## config.mk

```make
export PLATFORM = sky130hd
export DESIGN_NAME = frame_top
export DESIGN_NICKNAME = d
export VERILOG_FILES = /design/src/design/display_pkg.sv /design/src/design/spi_pkg.sv /design/src/design/frame_top.sv /design/src/design/display_driver.sv /design/src/design/graphics_command.sv /design/src/design/spi_register.sv /design/src/design/spi_peripheral.sv
export SDC_FILE = /design/constraint.sdc
export NUM_CORES = 1
export LEC_CHECK = 0
export ABC_AREA = 1
export BUFFER_PORTS_ARGS = -buffer_cell sky130_fd_sc_hd__buf_2
export CAP_MARGIN = 20
export CORE_UTILIZATION = 55
export CTS_CLUSTER_SIZE = 10
export DETAILED_ROUTE_END_ITERATION = 16
export PLACE_DENSITY = 0.74
export SLEW_MARGIN = 40
export SYNTH_ARGS = -nofsm -noshare
export SYNTH_HDL_FRONTEND = slang
export SYNTH_SLANG_ARGS = --single-unit
```

## constraint.sdc

```tcl
create_clock -name clock_18MHz_oscillator -period 2.4 [get_ports clock_18MHz_oscillator]
set_clock_uncertainty 0.1 [all_clocks]
set_input_delay 0.24 -clock clock_18MHz_oscillator [delete_from_list [all_inputs] [get_ports clock_18MHz_oscillator]]
set_output_delay 0.24 -clock clock_18MHz_oscillator [all_outputs]
set_load 0.05 [all_outputs]
```

## src/design/display_pkg.sv

```systemverilog
package display_pkg;

    // Pixel bus widths
    localparam int Y_WIDTH = 4;
    localparam int CB_WIDTH = 3;
    localparam int CR_WIDTH = 3;

    // Which view of the command word applies
    typedef enum logic {
        COMMAND_FILL_COLOR = 1'b0,
        COMMAND_CURSOR_POS = 1'b1
    } command_kind_t;

    // Two operand bytes, first operand in the high byte
    typedef union packed {
        struct packed {
            logic [Y_WIDTH-1:0] y;
            logic [CB_WIDTH-1:0] cb;
            logic [CR_WIDTH-1:0] cr;
            logic [5:0] unused;     // Low bits of second operand
        } color;
        struct packed {
            logic [7:0] x;
            logic [7:0] y;
        } position;
    } command_word_t;

    // Cursor is always drawn in this colour
    localparam logic [Y_WIDTH-1:0] CURSOR_Y = 4'd15;
    localparam logic [CB_WIDTH-1:0] CURSOR_CB = 3'd4;
    localparam logic [CR_WIDTH-1:0] CURSOR_CR = 3'd4;

endpackage

```

## src/design/spi_pkg.sv

```systemverilog
package spi_pkg;

    // Register reads, the opcode doubles as the register address
    localparam logic [7:0] OPCODE_CHIP_ID = 8'hDB;
    localparam logic [7:0] OPCODE_VERSION = 8'hDC;

    // Graphics opcodes
    // Both are followed by two operand bytes, high byte first
    localparam logic [7:0] OPCODE_FILL_COLOR = 8'h10;
    localparam logic [7:0] OPCODE_CURSOR_POS = 8'h11;

    // Default register contents
    localparam logic [7:0] CHIP_ID_VALUE = 8'h81;
    localparam logic [7:0] VERSION_VALUE = 8'h02;   // Bumped on each design release

endpackage
```

## src/design/frame_top.sv

```systemverilog
`timescale 1ns/1ns

module frame_top #(
    parameter int H_ACTIVE = 256,
    parameter int H_FRONT = 16,
    parameter int H_SYNC = 32,
    parameter int H_BACK = 16,
    parameter int V_ACTIVE = 192,
    parameter int V_FRONT = 4,
    parameter int V_SYNC = 4,
    parameter int V_BACK = 12,
    parameter logic [7:0] CHIP_ID = spi_pkg::CHIP_ID_VALUE,
    parameter logic [7:0] VERSION = spi_pkg::VERSION_VALUE
) (
    input logic clock_18MHz_oscillator,
    input logic rst,

    input logic spi_select,
    input logic spi_clock,
    input logic spi_data_in,
    output logic spi_data_out,

    output logic display_clock,
    output logic display_hsync,
    output logic display_vsync,
    output logic [display_pkg::Y_WIDTH-1:0] display_y,
    output logic [display_pkg::CB_WIDTH-1:0] display_cb,
    output logic [display_pkg::CR_WIDTH-1:0] display_cr
);

    import spi_pkg::*;
    import display_pkg::*;

    logic [7:0] opcode;
    logic opcode_valid;
    logic [7:0] operand;
    logic operand_valid;
    logic [7:0] operand_count;

    logic [7:0] chip_id_response;
    logic chip_id_valid;
    logic [7:0] version_response;
    logic version_valid;
    logic [7:0] response;
    logic response_valid;

    logic command_req;
    logic command_ack;
    command_kind_t command_kind;
    command_word_t command_word;

    // Idle registers drive zero
    assign response = chip_id_response | version_response;
    assign response_valid = chip_id_valid | version_valid;

    spi_peripheral spi_peripheral (
        .clock_18MHz_oscillator(clock_18MHz_oscillator),
        .rst(rst),
        .spi_select(spi_select),
        .spi_clock(spi_clock),
        .spi_data_in(spi_data_in),
        .spi_data_out(spi_data_out),
        .opcode(opcode),
        .opcode_valid(opcode_valid),
        .operand(operand),
        .operand_valid(operand_valid),
        .operand_count(operand_count),
        .response(response),
        .response_valid(response_valid)
    );

    spi_register #(
        .REGISTER_OPCODE(OPCODE_CHIP_ID),
        .REGISTER_VALUE(CHIP_ID)
    ) chip_id (
        .clock_18MHz_oscillator(clock_18MHz_oscillator),
        .rst(rst),
        .opcode(opcode),
        .opcode_valid(opcode_valid),
        .spi_select(spi_select),
        .response(chip_id_response),
        .response_valid(chip_id_valid)
    );

    spi_register #(
        .REGISTER_OPCODE(OPCODE_VERSION),
        .REGISTER_VALUE(VERSION)
    ) version (
        .clock_18MHz_oscillator(clock_18MHz_oscillator),
        .rst(rst),
        .opcode(opcode),
        .opcode_valid(opcode_valid),
        .spi_select(spi_select),
        .response(version_response),
        .response_valid(version_valid)
    );

    graphics_command graphics_command (
        .clock_18MHz_oscillator(clock_18MHz_oscillator),
        .rst(rst),
        .opcode(opcode),
        .opcode_valid(opcode_valid),
        .operand(operand),
        .operand_valid(operand_valid),
        .operand_count(operand_count),
        .command_req(command_req),
        .command_ack(command_ack),
        .command_kind(command_kind),
        .command_word(command_word)
    );

    display_driver #(
        .H_ACTIVE(H_ACTIVE),
        .H_FRONT(H_FRONT),
        .H_SYNC(H_SYNC),
        .H_BACK(H_BACK),
        .V_ACTIVE(V_ACTIVE),
        .V_FRONT(V_FRONT),
        .V_SYNC(V_SYNC),
        .V_BACK(V_BACK)
    ) display_driver (
        .clock_18MHz_oscillator(clock_18MHz_oscillator),
        .rst(rst),
        .command_req(command_req),
        .command_ack(command_ack),
        .command_kind(command_kind),
        .command_word(command_word),
        .display_clock(display_clock),
        .display_hsync(display_hsync),
        .display_vsync(display_vsync),
        .display_y(display_y),
        .display_cb(display_cb),
        .display_cr(display_cr)
    );

endmodule

```

## src/design/display_driver.sv

```systemverilog
`timescale 1ns/1ns

module display_driver #(
    parameter int H_ACTIVE = 256,
    parameter int H_FRONT = 16,
    parameter int H_SYNC = 32,
    parameter int H_BACK = 16,
    parameter int V_ACTIVE = 192,
    parameter int V_FRONT = 4,
    parameter int V_SYNC = 4,
    parameter int V_BACK = 12
) (
    input logic clock_18MHz_oscillator,
    input logic rst,

    input logic command_req,
    output logic command_ack,
    input display_pkg::command_kind_t command_kind,
    input display_pkg::command_word_t command_word,

    output logic display_clock,
    output logic display_hsync,
    output logic display_vsync,
    output logic [display_pkg::Y_WIDTH-1:0] display_y,
    output logic [display_pkg::CB_WIDTH-1:0] display_cb,
    output logic [display_pkg::CR_WIDTH-1:0] display_cr
);

    import display_pkg::*;

    localparam int H_TOTAL = H_ACTIVE + H_FRONT + H_SYNC + H_BACK;
    localparam int V_TOTAL = V_ACTIVE + V_FRONT + V_SYNC + V_BACK;
    localparam int H_SYNC_START = H_ACTIVE + H_FRONT;
    localparam int V_SYNC_START = V_ACTIVE + V_FRONT;

    logic [$clog2(H_TOTAL)-1:0] h_count;
    logic [$clog2(V_TOTAL)-1:0] v_count;

    // Pending values wait here for the next frame
    logic [Y_WIDTH-1:0] pending_y, fill_y;
    logic [CB_WIDTH-1:0] pending_cb, fill_cb;
    logic [CR_WIDTH-1:0] pending_cr, fill_cr;
    logic [7:0] pending_cursor_x, cursor_x;
    logic [7:0] pending_cursor_y, cursor_y;

    logic active_area;
    logic at_cursor;
    logic frame_end;

    // Ack side of the four-phase link
    always_ff @(posedge clock_18MHz_oscillator) begin
        if (rst) begin
            command_ack <= 1'b0;
        end else if (command_req && !command_ack) begin
            command_ack <= 1'b1;
        end else if (!command_req && command_ack) begin
            command_ack <= 1'b0;
        end
    end

    always_ff @(posedge clock_18MHz_oscillator) begin
        if (rst) begin
            pending_y <= '0;
            pending_cb <= '0;
            pending_cr <= '0;
            pending_cursor_x <= '0;
            pending_cursor_y <= '0;
        end else if (command_req && !command_ack) begin
            if (command_kind == COMMAND_FILL_COLOR) begin
                pending_y <= command_word.color.y;
                pending_cb <= command_word.color.cb;
                pending_cr <= command_word.color.cr;
            end else begin
                pending_cursor_x <= command_word.position.x;
                pending_cursor_y <= command_word.position.y;
            end
        end
    end

    assign active_area = (h_count < H_ACTIVE) && (v_count < V_ACTIVE);
    assign at_cursor = (h_count == cursor_x) && (v_count == cursor_y);
    assign frame_end = (h_count == H_TOTAL - 1) && (v_count == V_TOTAL - 1);

    // One pixel per display clock period, outputs one step behind the counters
    always_ff @(posedge clock_18MHz_oscillator) begin
        if (rst) begin
            display_clock <= 1'b0;
            display_hsync <= 1'b1;
            display_vsync <= 1'b1;
            display_y <= '0;
            display_cb <= '0;
            display_cr <= '0;
            h_count <= '0;
            v_count <= '0;
            fill_y <= '0;
            fill_cb <= '0;
            fill_cr <= '0;
            cursor_x <= '0;
            cursor_y <= '0;
        end else begin
            display_clock <= ~display_clock;
            if (display_clock) begin
                display_hsync <= !(h_count >= H_SYNC_START && h_count < H_SYNC_START + H_SYNC);
                display_vsync <= !(v_count >= V_SYNC_START && v_count < V_SYNC_START + V_SYNC);

                if (!active_area) begin
                    display_y <= '0;    // Blanking
                    display_cb <= '0;
                    display_cr <= '0;
                end else if (at_cursor) begin
                    display_y <= CURSOR_Y;
                    display_cb <= CURSOR_CB;
                    display_cr <= CURSOR_CR;
                end else begin
                    display_y <= fill_y;
                    display_cb <= fill_cb;
                    display_cr <= fill_cr;
                end

                if (h_count == H_TOTAL - 1) begin
                    h_count <= '0;
                    if (v_count == V_TOTAL - 1) v_count <= '0;
                    else v_count <= v_count + 1'b1;
                end else begin
                    h_count <= h_count + 1'b1;
                end

                // Next step draws pixel 0,0 with the new values
                if (frame_end) begin
                    fill_y <= pending_y;
                    fill_cb <= pending_cb;
                    fill_cr <= pending_cr;
                    cursor_x <= pending_cursor_x;
                    cursor_y <= pending_cursor_y;
                end
            end
        end
    end

endmodule

```

## src/design/graphics_command.sv

```systemverilog
`timescale 1ns/1ns

module graphics_command (
    input logic clock_18MHz_oscillator,
    input logic rst,

    input logic [7:0] opcode,
    input logic opcode_valid,
    input logic [7:0] operand,
    input logic operand_valid,
    input logic [7:0] operand_count,

    output logic command_req,
    input logic command_ack,
    output display_pkg::command_kind_t command_kind,
    output display_pkg::command_word_t command_word
);

    import spi_pkg::*;
    import display_pkg::*;

    logic is_graphics;          // Current transaction carries a graphics opcode
    command_kind_t opcode_kind;
    logic [7:0] first_operand;
    logic handshake_open;
    logic command_start;

    // Open from req rising until ack has dropped again
    assign handshake_open = command_req | command_ack;

    assign command_start = operand_valid && is_graphics &&
                           operand_count == 8'd1 && !handshake_open;

    always_ff @(posedge clock_18MHz_oscillator) begin
        if (rst) begin
            is_graphics <= 1'b0;
        end else if (opcode_valid) begin
            is_graphics <= (opcode == OPCODE_FILL_COLOR) || (opcode == OPCODE_CURSOR_POS);
        end
    end

    always_ff @(posedge clock_18MHz_oscillator) begin
        if (opcode_valid) begin
            opcode_kind <= (opcode == OPCODE_CURSOR_POS) ? COMMAND_CURSOR_POS
                                                         : COMMAND_FILL_COLOR;
        end
        if (operand_valid && operand_count == 8'd0) first_operand <= operand;
    end

    // Request side of the four-phase link
    always_ff @(posedge clock_18MHz_oscillator) begin
        if (rst) begin
            command_req <= 1'b0;
        end else if (command_req && command_ack) begin
            command_req <= 1'b0;
        end else if (command_start) begin
            command_req <= 1'b1;
        end
    end

    // Held stable for the whole handshake
    always_ff @(posedge clock_18MHz_oscillator) begin
        if (command_start) begin
            command_kind <= opcode_kind;
            command_word <= {first_operand, operand};
        end
    end

endmodule

```

## src/design/spi_register.sv

```systemverilog
`timescale 1ns/1ns

module spi_register #(
    parameter logic [7:0] REGISTER_OPCODE = 8'h00,
    parameter logic [7:0] REGISTER_VALUE = 8'h00
) (
    input logic clock_18MHz_oscillator,
    input logic rst,

    input logic [7:0] opcode,
    input logic opcode_valid,
    input logic spi_select,

    output logic [7:0] response,
    output logic response_valid
);

    logic [1:0] select_sync;    // Same depth as the peripheral sync

    always_ff @(posedge clock_18MHz_oscillator) begin
        if (rst) begin
            select_sync <= 2'b11;
            response_valid <= 1'b0;
        end else begin
            select_sync <= {select_sync[0], spi_select};
            if (select_sync[1]) begin
                response_valid <= 1'b0;     // Transaction over
            end else if (opcode_valid && opcode == REGISTER_OPCODE) begin
                response_valid <= 1'b1;
            end
        end
    end

    // Zero when idle so the top can OR all registers together
    assign response = response_valid ? REGISTER_VALUE : 8'h00;

endmodule

```

## src/design/spi_peripheral.sv

```systemverilog
`timescale 1ns/1ns

module spi_peripheral (
    input logic clock_18MHz_oscillator,
    input logic rst,

    input logic spi_select,
    input logic spi_clock,
    input logic spi_data_in,
    output logic spi_data_out,

    output logic [7:0] opcode,
    output logic opcode_valid,
    output logic [7:0] operand,
    output logic operand_valid,
    output logic [7:0] operand_count,

    input logic [7:0] response,
    input logic response_valid
);

    // Bit 0 is the first stage, bit 1 the synced value, bit 2 the previous one
    logic [2:0] select_sync;
    logic [2:0] clock_sync;
    logic [1:0] data_sync;

    logic selected;
    logic select_rise;
    logic clock_rise;
    logic clock_fall;

    logic [2:0] bit_count;
    logic [7:0] byte_index;     // 0 while the opcode byte is coming in
    logic [6:0] shift_in;
    logic [7:0] received;
    logic [6:0] shift_out;      // Bits still to send after the current one

    always_ff @(posedge clock_18MHz_oscillator) begin
        if (rst) begin
            select_sync <= 3'b111;
            clock_sync <= '0;
            data_sync <= '0;
        end else begin
            select_sync <= {select_sync[1:0], spi_select};
            clock_sync <= {clock_sync[1:0], spi_clock};
            data_sync <= {data_sync[0], spi_data_in};
        end
    end

    assign selected = ~select_sync[1];
    assign select_rise = select_sync[1] & ~select_sync[2];
    assign clock_rise = clock_sync[1] & ~clock_sync[2];
    assign clock_fall = ~clock_sync[1] & clock_sync[2];

    assign received = {shift_in, data_sync[1]};

    // Receive side, sample on rising SPI clock
    always_ff @(posedge clock_18MHz_oscillator) begin
        opcode_valid <= 1'b0;
        operand_valid <= 1'b0;
        if (rst) begin
            bit_count <= '0;
            byte_index <= '0;
            operand_count <= '0;
        end else if (!selected) begin
            bit_count <= '0;
            byte_index <= '0;
            if (select_rise) operand_count <= '0;
        end else if (clock_rise) begin
            shift_in <= received[6:0];
            bit_count <= bit_count + 1'b1;
            if (bit_count == 3'd7) begin
                if (byte_index != 8'hFF) byte_index <= byte_index + 1'b1;   // Saturate
                if (byte_index == 8'd0) begin
                    opcode <= received;
                    opcode_valid <= 1'b1;
                end else begin
                    operand <= received;
                    operand_valid <= 1'b1;
                    operand_count <= byte_index - 1'b1;
                end
            end
        end
    end

    // Transmit side, change data on falling SPI clock
    always_ff @(posedge clock_18MHz_oscillator) begin
        if (rst || !selected) begin
            spi_data_out <= 1'b0;
            shift_out <= '0;
        end else if (clock_fall) begin
            if (bit_count == 3'd0) begin
                // A byte just finished so the next one starts here
                spi_data_out <= response_valid ? response[7] : 1'b0;
                shift_out <= response_valid ? response[6:0] : 7'd0;
            end else begin
                spi_data_out <= shift_out[6];
                shift_out <= {shift_out[5:0], 1'b0};
            end
        end
    end

endmodule

```

Word level (Yosys, flattened, before mapping)
Cells that the tools add are included.

cells by class
  add/sub/neg operators = 5
  magnitude comparators = 6
  equality and inequality tests = 13
  multiplexer cells = 24
  bitwise gates (word level) = 16
  reduce and logical (&&, ||, !) cells = 41

operator list
  operator                                                         number
  8-bit 2-to-1 mux                                                 7
  8-bit == test, second input constant                             3
  9-bit < comparator, second input constant                        2
  8-bit by 1-bit adder with 8-bit output, second input constant    2
  8-bit by 5-bit == test with 1-bit output, second input constant  2
  8-bit zero test                                                  2
  8-bit < comparator, second input constant                        2
  1-bit logical AND                                                14
  7-bit 2-to-1 mux                                                 2
  3-bit 2-to-1 mux                                                 4
  1-bit inverter                                                   10
  5-bit AND reduction                                              2
  9-bit by 1-bit adder with 9-bit output, second input constant    1
  9-bit by 8-bit == test with 1-bit output                         1
  9-bit == test, second input constant                             1
  9-bit >= comparator, second input constant                       1
  9-bit 2-to-1 mux                                                 1
  8-bit by 1-bit == test with 1-bit output, second input constant  1
  8-bit == test                                                    1
  8-bit >= comparator, second input constant                       1
  4-bit 2-to-1 mux                                                 2
  8-bit inequality test, second input constant                     1
  8-bit OR                                                         1
  2-bit AND reduction                                              4
  17 further kinds                                                 37

storage, ports and cells
  register bits = 177
  input bits = 5

Longest topological paths before layout
Gate-level depths: netlist (run 1).

  depth in word-level cells = 5
  depth in mapped cells = 11
  mapped depth without buffers = 10

By module
From an unflattened synthesis (run 1), not the netlist that was laid out.

second synthesis, totals
  cells, all modules = 892
  area total of the unflattened synthesis = 7462.2 um2

modules (own cells, without submodules)
  module                   instances  cells an instance  area each (um2)  sequential area each (um2)
  display_driver           1          493                3564.7           1661.6
  spi_peripheral           1          260                2446.1           1431.4
  graphics_command         1          60                 969.7            820.8
  spi_register at version  1          27                 193.9            60.1
  spi_register at chip_id  1          25                 186.4            60.1
  frame_top                1          27                 101.3            0.0

Worst setup path before layout (run 1)
No wires, ideal clock.

  kind = reg-to-reg
  start = reg spi_peripheral.operand_count[7]
  end = reg graphics_command.command_kind (enable)
  setup time = 0.412 ns
  arrival = 1.857 ns
  required time = 1.888 ns
  path slack = 0.031 ns
  stages on the path, launching flop included = 4
  period minus slack after synthesis = 2.369 ns
  cell sequence = dfxtp_1 nor4_1 nand2_1 nor3_1

on the way
  longest elaborated chain between the ends = 3

RTL lines
  element                                   line                    RTL
  start: declaration                        spi_peripheral.sv:16    output logic [7:0] operand_count,
  start signal: assignment                  spi_peripheral.sv:80    operand_count <= byte_index - 1'b1;
  8-bit by 1-bit == test with 1-bit output  graphics_command.sv:32  operand_count == 8'd1 && !handshake_open;
  1-bit logical AND                         graphics_command.sv:31  assign command_start = operand_valid && is_graphics &&
  1-bit logical AND                         graphics_command.sv:32
  named net graphics_command.command_start  graphics_command.sv:26  logic command_start;
  end signal: assignment                    graphics_command.sv:64  command_kind <= opcode_kind;
  end: declaration                          graphics_command.sv:15  output display_pkg::command_kind_t command_kind,

The timed path passes the listed nets, and every way through them passes these cells.
A chain may end at the register's enable or synchronous reset.

Worst setup path after layout (run 1)
  start = reg display_driver.v_count[1]
  end = reg display_driver.cursor_x[1]

on the way
  longest elaborated chain between the ends = 3

RTL lines
  element                        line                   RTL
  start: declaration             display_driver.sv:37   logic [$clog2(V_TOTAL)-1:0] v_count;
  start signal: assignment       display_driver.sv:123  else v_count <= v_count + 1'b1;
  8-bit == test                  display_driver.sv:82   assign frame_end = (h_count == H_TOTAL - 1) && (v_count == V_TOTAL - 1);
  1-bit logical AND              display_driver.sv:82
  2-bit AND reduction (no line)  n/a
  end signal: assignment         display_driver.sv:133  cursor_x <= pending_cursor_x;
  end: declaration               display_driver.sv:43   logic [7:0] pending_cursor_x, cursor_x;

Every way passes these cells.

==> results of run 1 <==
## power by group through the flow
stage                     Combinational (mW)  Clock (mW)  Sequential, mW
after floorplan                       0.0920           0            3.12
after global placement                 0.166           0            3.09
after detailed placement               0.169           0            3.09
after CTS                              0.174        2.55            3.02
after global routing                   0.195        2.68            3.03
final                                  0.174        2.51            3.02
## Yosys cell counts, types with 2 or more instances
cell type / count
o21ai_2: 2
xnor2_1: 5
nand3_1: 34
nor2_4: 2
o21ai_1: 17
or2_2: 4
inv_1: 79
dfxtp_1: 124
edfxtp_1: 49
nand2_1: 138
a21oi_1: 30
clkbuf_1: 14
buf_4: 3
nor3b_1: 2
a211oi_1: 2
nand4_1: 9
buf_6: 2
ha_1: 12
nor2_1: 159
a31oi_1: 3
buf_2: 4
nor3_1: 16
xor2_1: 13
o21ai_0: 48
nor4_1: 4
## registers in the layout (all words and copies together), names as in the netlist, 7 cells and up
name                             count
display_driver.cursor_x              8
display_driver.cursor_y              8
display_driver.h_count               9
display_driver.pending_cursor_x      8
display_driver.pending_cursor_y      8
display_driver.v_count               8
graphics_command.command_word       16
graphics_command.first_operand       8
spi_peripheral.byte_index            8
spi_peripheral.opcode                8
spi_peripheral.operand               8
spi_peripheral.operand_count         8
spi_peripheral.shift_in              7
spi_peripheral.shift_out             7
## metrics by stage
stage	worst slack (ns)	area, sq um	hold slack (ns)	instances
after floorplan	0.0310	6840	0.244	790
after global placement	0.621	7110	0.295	963
after detailed placement	0.557	7110	0.299	963
after CTS	0.536	7690	0.0993	998
after global routing	0.380	7690	0.122	998
final	0.528	7690	0.109	998
## timing repair
item                                    4_1_cts  5_1_grt
hold endpoints to repair                      3        0
resized for setup                             0        0
endpoints found under the setup margin        0        0
hold buffers                                  3        0
## routing by layer
layer  track usage  vias to the layer above  routed length, um
li1              -                     2610                  -
met2         0.369                      111               6400
met3        0.0595                       20                527
met4        0.0886                        0                205
met5             0                        -                  0
met1         0.256                     2360               5770
## kinds of logic after synthesis
group,Yosys count
DFF,173
AOI/OAI and AO/OA,106
adders and majority gates,12
xor gates and xnor gates,18
and+or+nand+nor,375
buffers and inverters,106
## final cells by class
cell class	instances	share of cell area
Multi-Input combinational cell	511	0.320
Timing Repair Buffer	32	0.0264
Clock inverter	10	0.00830
Clock buffer	22	0.0631
Inverter	82	0.0404
Tap cell	168	0.0273
Sequential cell	173	0.514
## how the worst min path moves through the flow
stage	from	endpoint	slack, ns	cells after the start
floorplan	spi_select	spi_peripheral.select_sync[0]	0.24	1
CTS	rst	display_driver.h_count[4]	0.1	2
detailed placement	spi_peripheral.data_sync[0]	spi_peripheral.data_sync[1]	0.30	2
global route	rst	spi_peripheral.clock_sync[1]	0.12	2
finish	rst	spi_peripheral.clock_sync[1]	0.11	2
global placement	spi_peripheral.data_sync[0]	spi_peripheral.data_sync[1]	0.29	2
## critical path, cell delays in order (launching register included)
cell and delay [ns]:
dfxtp_1 0.39, ha_1 0.24, nand2_1 0.08, nor2_1 0.15, nand4_2 0.21, nor2_8 0.18, buf_4 0.27, nor2_1 0.08
nor2_1 0.10
==> flow_summary.toml, run 1 <==
[clock_network]
cts.clk_slew.worst_paths_ns = 0.06
clockBufferDepth = 2
insertion_delay_ns = 0.43
cts_setup_buffers = 0
cts_tree = "built"
cts.htree.levels = 4
root_buffer = "clkbuf_16"
cts_buffers = 17
clock_sinks = 173

[timing]
hold_violations = 0
setup_viol = 0
worstMarginPinSlew_ns = 0.691
relSlewSlack = 0.538
tns_ns = 0
rsz0062_at_grt = "false"
fin_crit_sh = 0.780
slew_violations = 0
max_freq_mhz = 534
post-route-min-period_ns = 1.87

[floorplanning]
io_pins = 19
die_area_sq_um = 12900
rows = 40
core_area_sq_um = 12100
die-width_um = 114
die_y_um = 114
initial_core_util = 0.567

[layout]
post-route-util = 0.638
final_common_cell = "nor2_1"
area_growth_pct = 12.4
nets = 834
layout-drive-gt1-share = 0.0892
multi_input_area_sq_um = 2460
diodes = 0
layout_common_cells = "159 x nor2_1, 138 x nand2_1, 124 x dfxtp_1"
seq_area_sq_um = 3950
n_fill_cell = 1001

[routing]
viasPerCell = 5.11
drt_iter0_drc = 336
vias = 5101
drc_errors = 0
drt_first_pass_iters = 5
routedWlPerCell_um = 12.9
drt_wl_total_um = 12900
ant_nets = 0

[logic_synthesis]
synth_area_leader_cell = "dfxtp_1"
yosysSeqAreaShare = 0.578
synth_top_area_share = 0.363
synth-edff-count = 49
synth_fp_nets = 807
avgSynthCellArea_sq_um = 8.66
synth.area.top_cells = "dfxtp_1 36%, edfxtp_1 21%, nor2_1 8.7%"
yosys.area_share.adder = 0.0219
ys_async_sr_fraction = 0
synthCells = 790
ys.flop_type = "dfxtp_1"
synth_top_family_by_area = "simple AND/OR/NAND/NOR gates"
synth-compound-area-share = 0.0823
post_synth_xor_area_fraction = 0.0230
ys_seq_elements = 173
synthMuxAreaShare = 0
yosys.cell_types.count = 40
synthSimpleGateAreaFrac = 0.232
ys_warn_count = 0
synthesis.area_sq_um = 6840

[global_route]
grt_pass1_wl_um = 21800
grt_max_degree = 30
grt_pass1_vias = 4804
grt_overflow = 0
antenna_found_initial = 0
track_usage = 0.215

[setup_path]
critical_path_arrival_ns = 2.13
crit_start = "display_driver.v_count[1]"
critPathKind = "reg2reg"
crit_fanout = 26
cp-end-kind = "flip-flop"
rrSetupSlack_ns = 0.53
start_kind = "flip-flop"
endpoint = "display_driver.cursor_x[1]"
reg2regPathDepth = 8
required_ns = 2.66
r2r_end = "display_driver.cursor_x[1]"
rr_startpoint = "display_driver.v_count[1]"

[flow_run]
maxCapViolations = 0

[power]
power_density_nw_per_um2 = 743
p_comb_frac = 0.030
p_sw_mw = 1.22
seq_power_share = 0.530
p_clk_frac = 0.440
p_leak_nw = 3.04
finalPower_mw = 5.71
sw_frac_of_total = 0.213
p_int_mw = 4.49
max-vdd-ir-drop_uv = 607

[place]
port_buffers = 18
routabilityCongestion = 0.858
dpl.hpwl_um = 9140

[hold_path]
hold_class = "in2reg"

[status]
outcome = "complete, no violations"
(Power assumes the default switching activity.)
==> inputs of run 2 (changes only) <==
ABC_AREA = 0   (was 1)
CORE_UTILIZATION = 61   (was 55)
PLACE_DENSITY = 0.78   (was 0.74)
clock period = 1.9 ns   (was 2.4 ns; I/O delays follow)
==> run 2 against run 1 <==
Effect of this change:
- sequential power rose by 26%
- first-iteration DRC count fell by 22%
- area after synthesis fell by 3.3%
- core utilization rose by 12 points
- cell count fell by 18%
- largest cell class unchanged
- sequential share of layout area fell by 1.3 points
- combinational power rose by 17%
- design area rose by 2.9%
- via count fell by 11%
- global-route usage rose by 2.8 points
- non-clock buffer count rose by 39
- critical endpoint is now spi_peripheral.byte_index[1]
- synthesized cell count fell by 22%
==> flow_summary.toml, run 2 <==
[logic_synthesis]
synthCells = 617
synthMuxAreaShare = 0.0544
ys.flop_type = "dfxtp_1"
ys_async_sr_fraction = 0
avgSynthCellArea_sq_um = 10.7
synth.area.top_cells = "dfxtp_1 37%, edfxtp_1 22%, mux2i_1 5.4%"
synth_top_area_share = 0.375
yosysSeqAreaShare = 0.597
synth.top_cells.by_count = "124 x dfxtp_1, 72 x nand2_1, 71 x nor2_1, 49 x edfxtp_1, 40 x a21oi_1"
yosys.area_share.adder = 0.0227
synthSimpleGateAreaFrac = 0.171
synthesis.area_sq_um = 6620
synth_top_family_by_area = "simple AND/OR/NAND/NOR gates"
synth_area_leader_cell = "dfxtp_1"
ys_seq_elements = 173
synth-edff-count = 49
synth_fp_nets = 634
synth-compound-area-share = 0.0743
yosys.cell_types.count = 49
ys_warn_count = 0
yosysMostFrequentCell = "dfxtp_1"
post_synth_xor_area_fraction = 0.0476

[place]
dpl.hpwl_um = 8420
port_buffers = 18
post-place-cells = 772
routabilityCongestion = 0.818
place_ws_ns = -0.0158

[clock_network]
cts.clk_slew.worst_paths_ns = 0.06
clock_sinks = 173
cts.htree.levels = 4
clockBufferDepth = 2
root_buffer = "clkbuf_8"
insertion_delay_ns = 0.54
cts_tree = "built"
cts_buffers = 17

[power]
power_density_nw_per_um2 = 936
p_leak_nw = 2.84
max-vdd-ir-drop_uv = 749
finalPower_mw = 7.41

[setup_path]
required_ns = 2.21
critical_path_arrival_ns = 2.16
crit_start = "spi_peripheral.bit_count[0]"
rr_startpoint = "spi_peripheral.bit_count[0]"
crit_fanout = 5
cp-end-kind = "flip-flop"
start_kind = "flip-flop"
critPathKind = "reg2reg"

[global_route]
grt_pass1_wl_um = 21000
antenna_found_initial = 0
grt_pass1_vias = 4441
grt_max_degree = 61
grt_overflow = 0
track_usage = 0.243

[routing]
routedWlPerCell_um = 16.0
drt_wl_total_um = 13100
vias = 4560
ant_nets = 0
drt_iter0_drc = 262
drt_first_pass_iters = 5
viasPerCell = 5.54
drc_errors = 0

[timing]
fin_crit_sh = 0.976
holdWs_ns = 0.277
post-route-min-period_ns = 1.85
max_freq_mhz = 539
hold_violations = 0
setup_viol = 0
worstMarginPinSlew_ns = 0.698
relSlewSlack = 0.534
layout_setup_ws_ns = 0.0456
slew_violations = 0

[layout]
area_growth_pct = 19.5
n_fill_cell = 656
diodes = 0
reg_top3 = "graphics_command.command_word (16), display_driver.h_count (9)"
stdcell_count = 823
multi_input_area_sq_um = 2540
layout-drive-gt1-share = 0.182
nets = 691
largest_register = "graphics_command.command_word"
largest_reg_flops = 16
final_common_cell = "dfxtp_1"
seq_area_sq_um = 3960
layout_common_cells = "118 x dfxtp_1, 72 x nand2_1, 68 x nor2_1"

[status]
outcome = "complete, no violations"

[floorplanning]
die_area_sq_um = 11300
io_pins = 19
initial_core_util = 0.636
rows = 37
die-width_um = 106
die_y_um = 106
core_area_sq_um = 10400

[hold_path]
min-delay-start = "spi_select"
hold_class = "in2reg"

[flow_run]
maxCapViolations = 0
==> run 2: through the flow <==
| stage | TNS, ns | utilization | cell area [sq um] |
|---|---|---|---|
| floorplan | -0.307 | - | 6650 |
| global placement | 0 | 0.673 | 7010 |
| detailed placement | -0.0512 | 0.673 | 7010 |
| CTS | 0 | 0.743 | 7740 |
| global route | -0.0755 | 0.760 | 7910 |
| finish | 0 | 0.760 | 7910 |
==> run 2: layer usage <==
| layer | GRT usage | part of all wire | wire length [um] |
|---|---|---|---|
| met3 | 0.0509 | 0.036 | 469 |
| met2 | 0.432 | 0.53 | 6980 |
| met5 | 0 | 0 | 0 |
| met1 | 0.276 | 0.41 | 5440 |
| met4 | 0.121 | 0.018 | 240 |
==> run 2: logic make-up (layout without fill, tap and decap cells) <==
logic type,Yosys count,count (layout)
simple gates,239,239
flops,173,173
compound gates,79,79
buf+inv,42,112
xor+xnor,36,36
mux,36,36
fa+ha+maj,12,12
==> run 2: worst max-delay path, cell delays in order, from the launching register on <==
cell      delay [ns]
dfxtp_2         0.35
ha_1            0.16
ha_2            0.18
nand3b_1        0.11
buf_4           0.18
a31oi_1         0.21
buf_4           0.16
nor2_1          0.04
a21oi_1         0.17
nor2_1          0.08
==> run 2: power by group <==
part	switching (mW)	internal, mW
logic	0.138	0.0656
clock network	1.39	1.99
registers	0.0170	3.80
==> run 2: layout make-up <==
| cell class | instances | share of cell area |
|---|---|---|
| Sequential cell | 173 | 0.501 |
| Multi-Input combinational cell | 402 | 0.321 |
| Timing Repair Buffer | 71 | 0.0784 |
| Clock buffer | 17 | 0.0523 |
| Tap cell | 136 | 0.0215 |
| Clock inverter | 15 | 0.0213 |
| Inverter | 9 | 0.00427 |
==> run 2: repair_timing <==
action / CTS / global route
hold endpoints to repair: 5 / 0
pin swaps: 1 / 4
resized for setup: 8 / 20
gates cloned: 2 / 1
hold buffers: 4 / 0
buffers inserted: 3 / 9
endpoints found under the setup margin: 35 / 52
==> run 2: final timing paths <==
path | slack, ns | depth (start not counted) | to
worst max-delay path | 0.05 | 9 | spi_peripheral.byte_index[1]
worst min-delay path | 0.28 | 3 | spi_peripheral.select_sync[0]
worst max register to register | 0.05 | 9 | spi_peripheral.byte_index[1]
worst min register to register | 0.32 | 1 | spi_peripheral.select_sync[1]
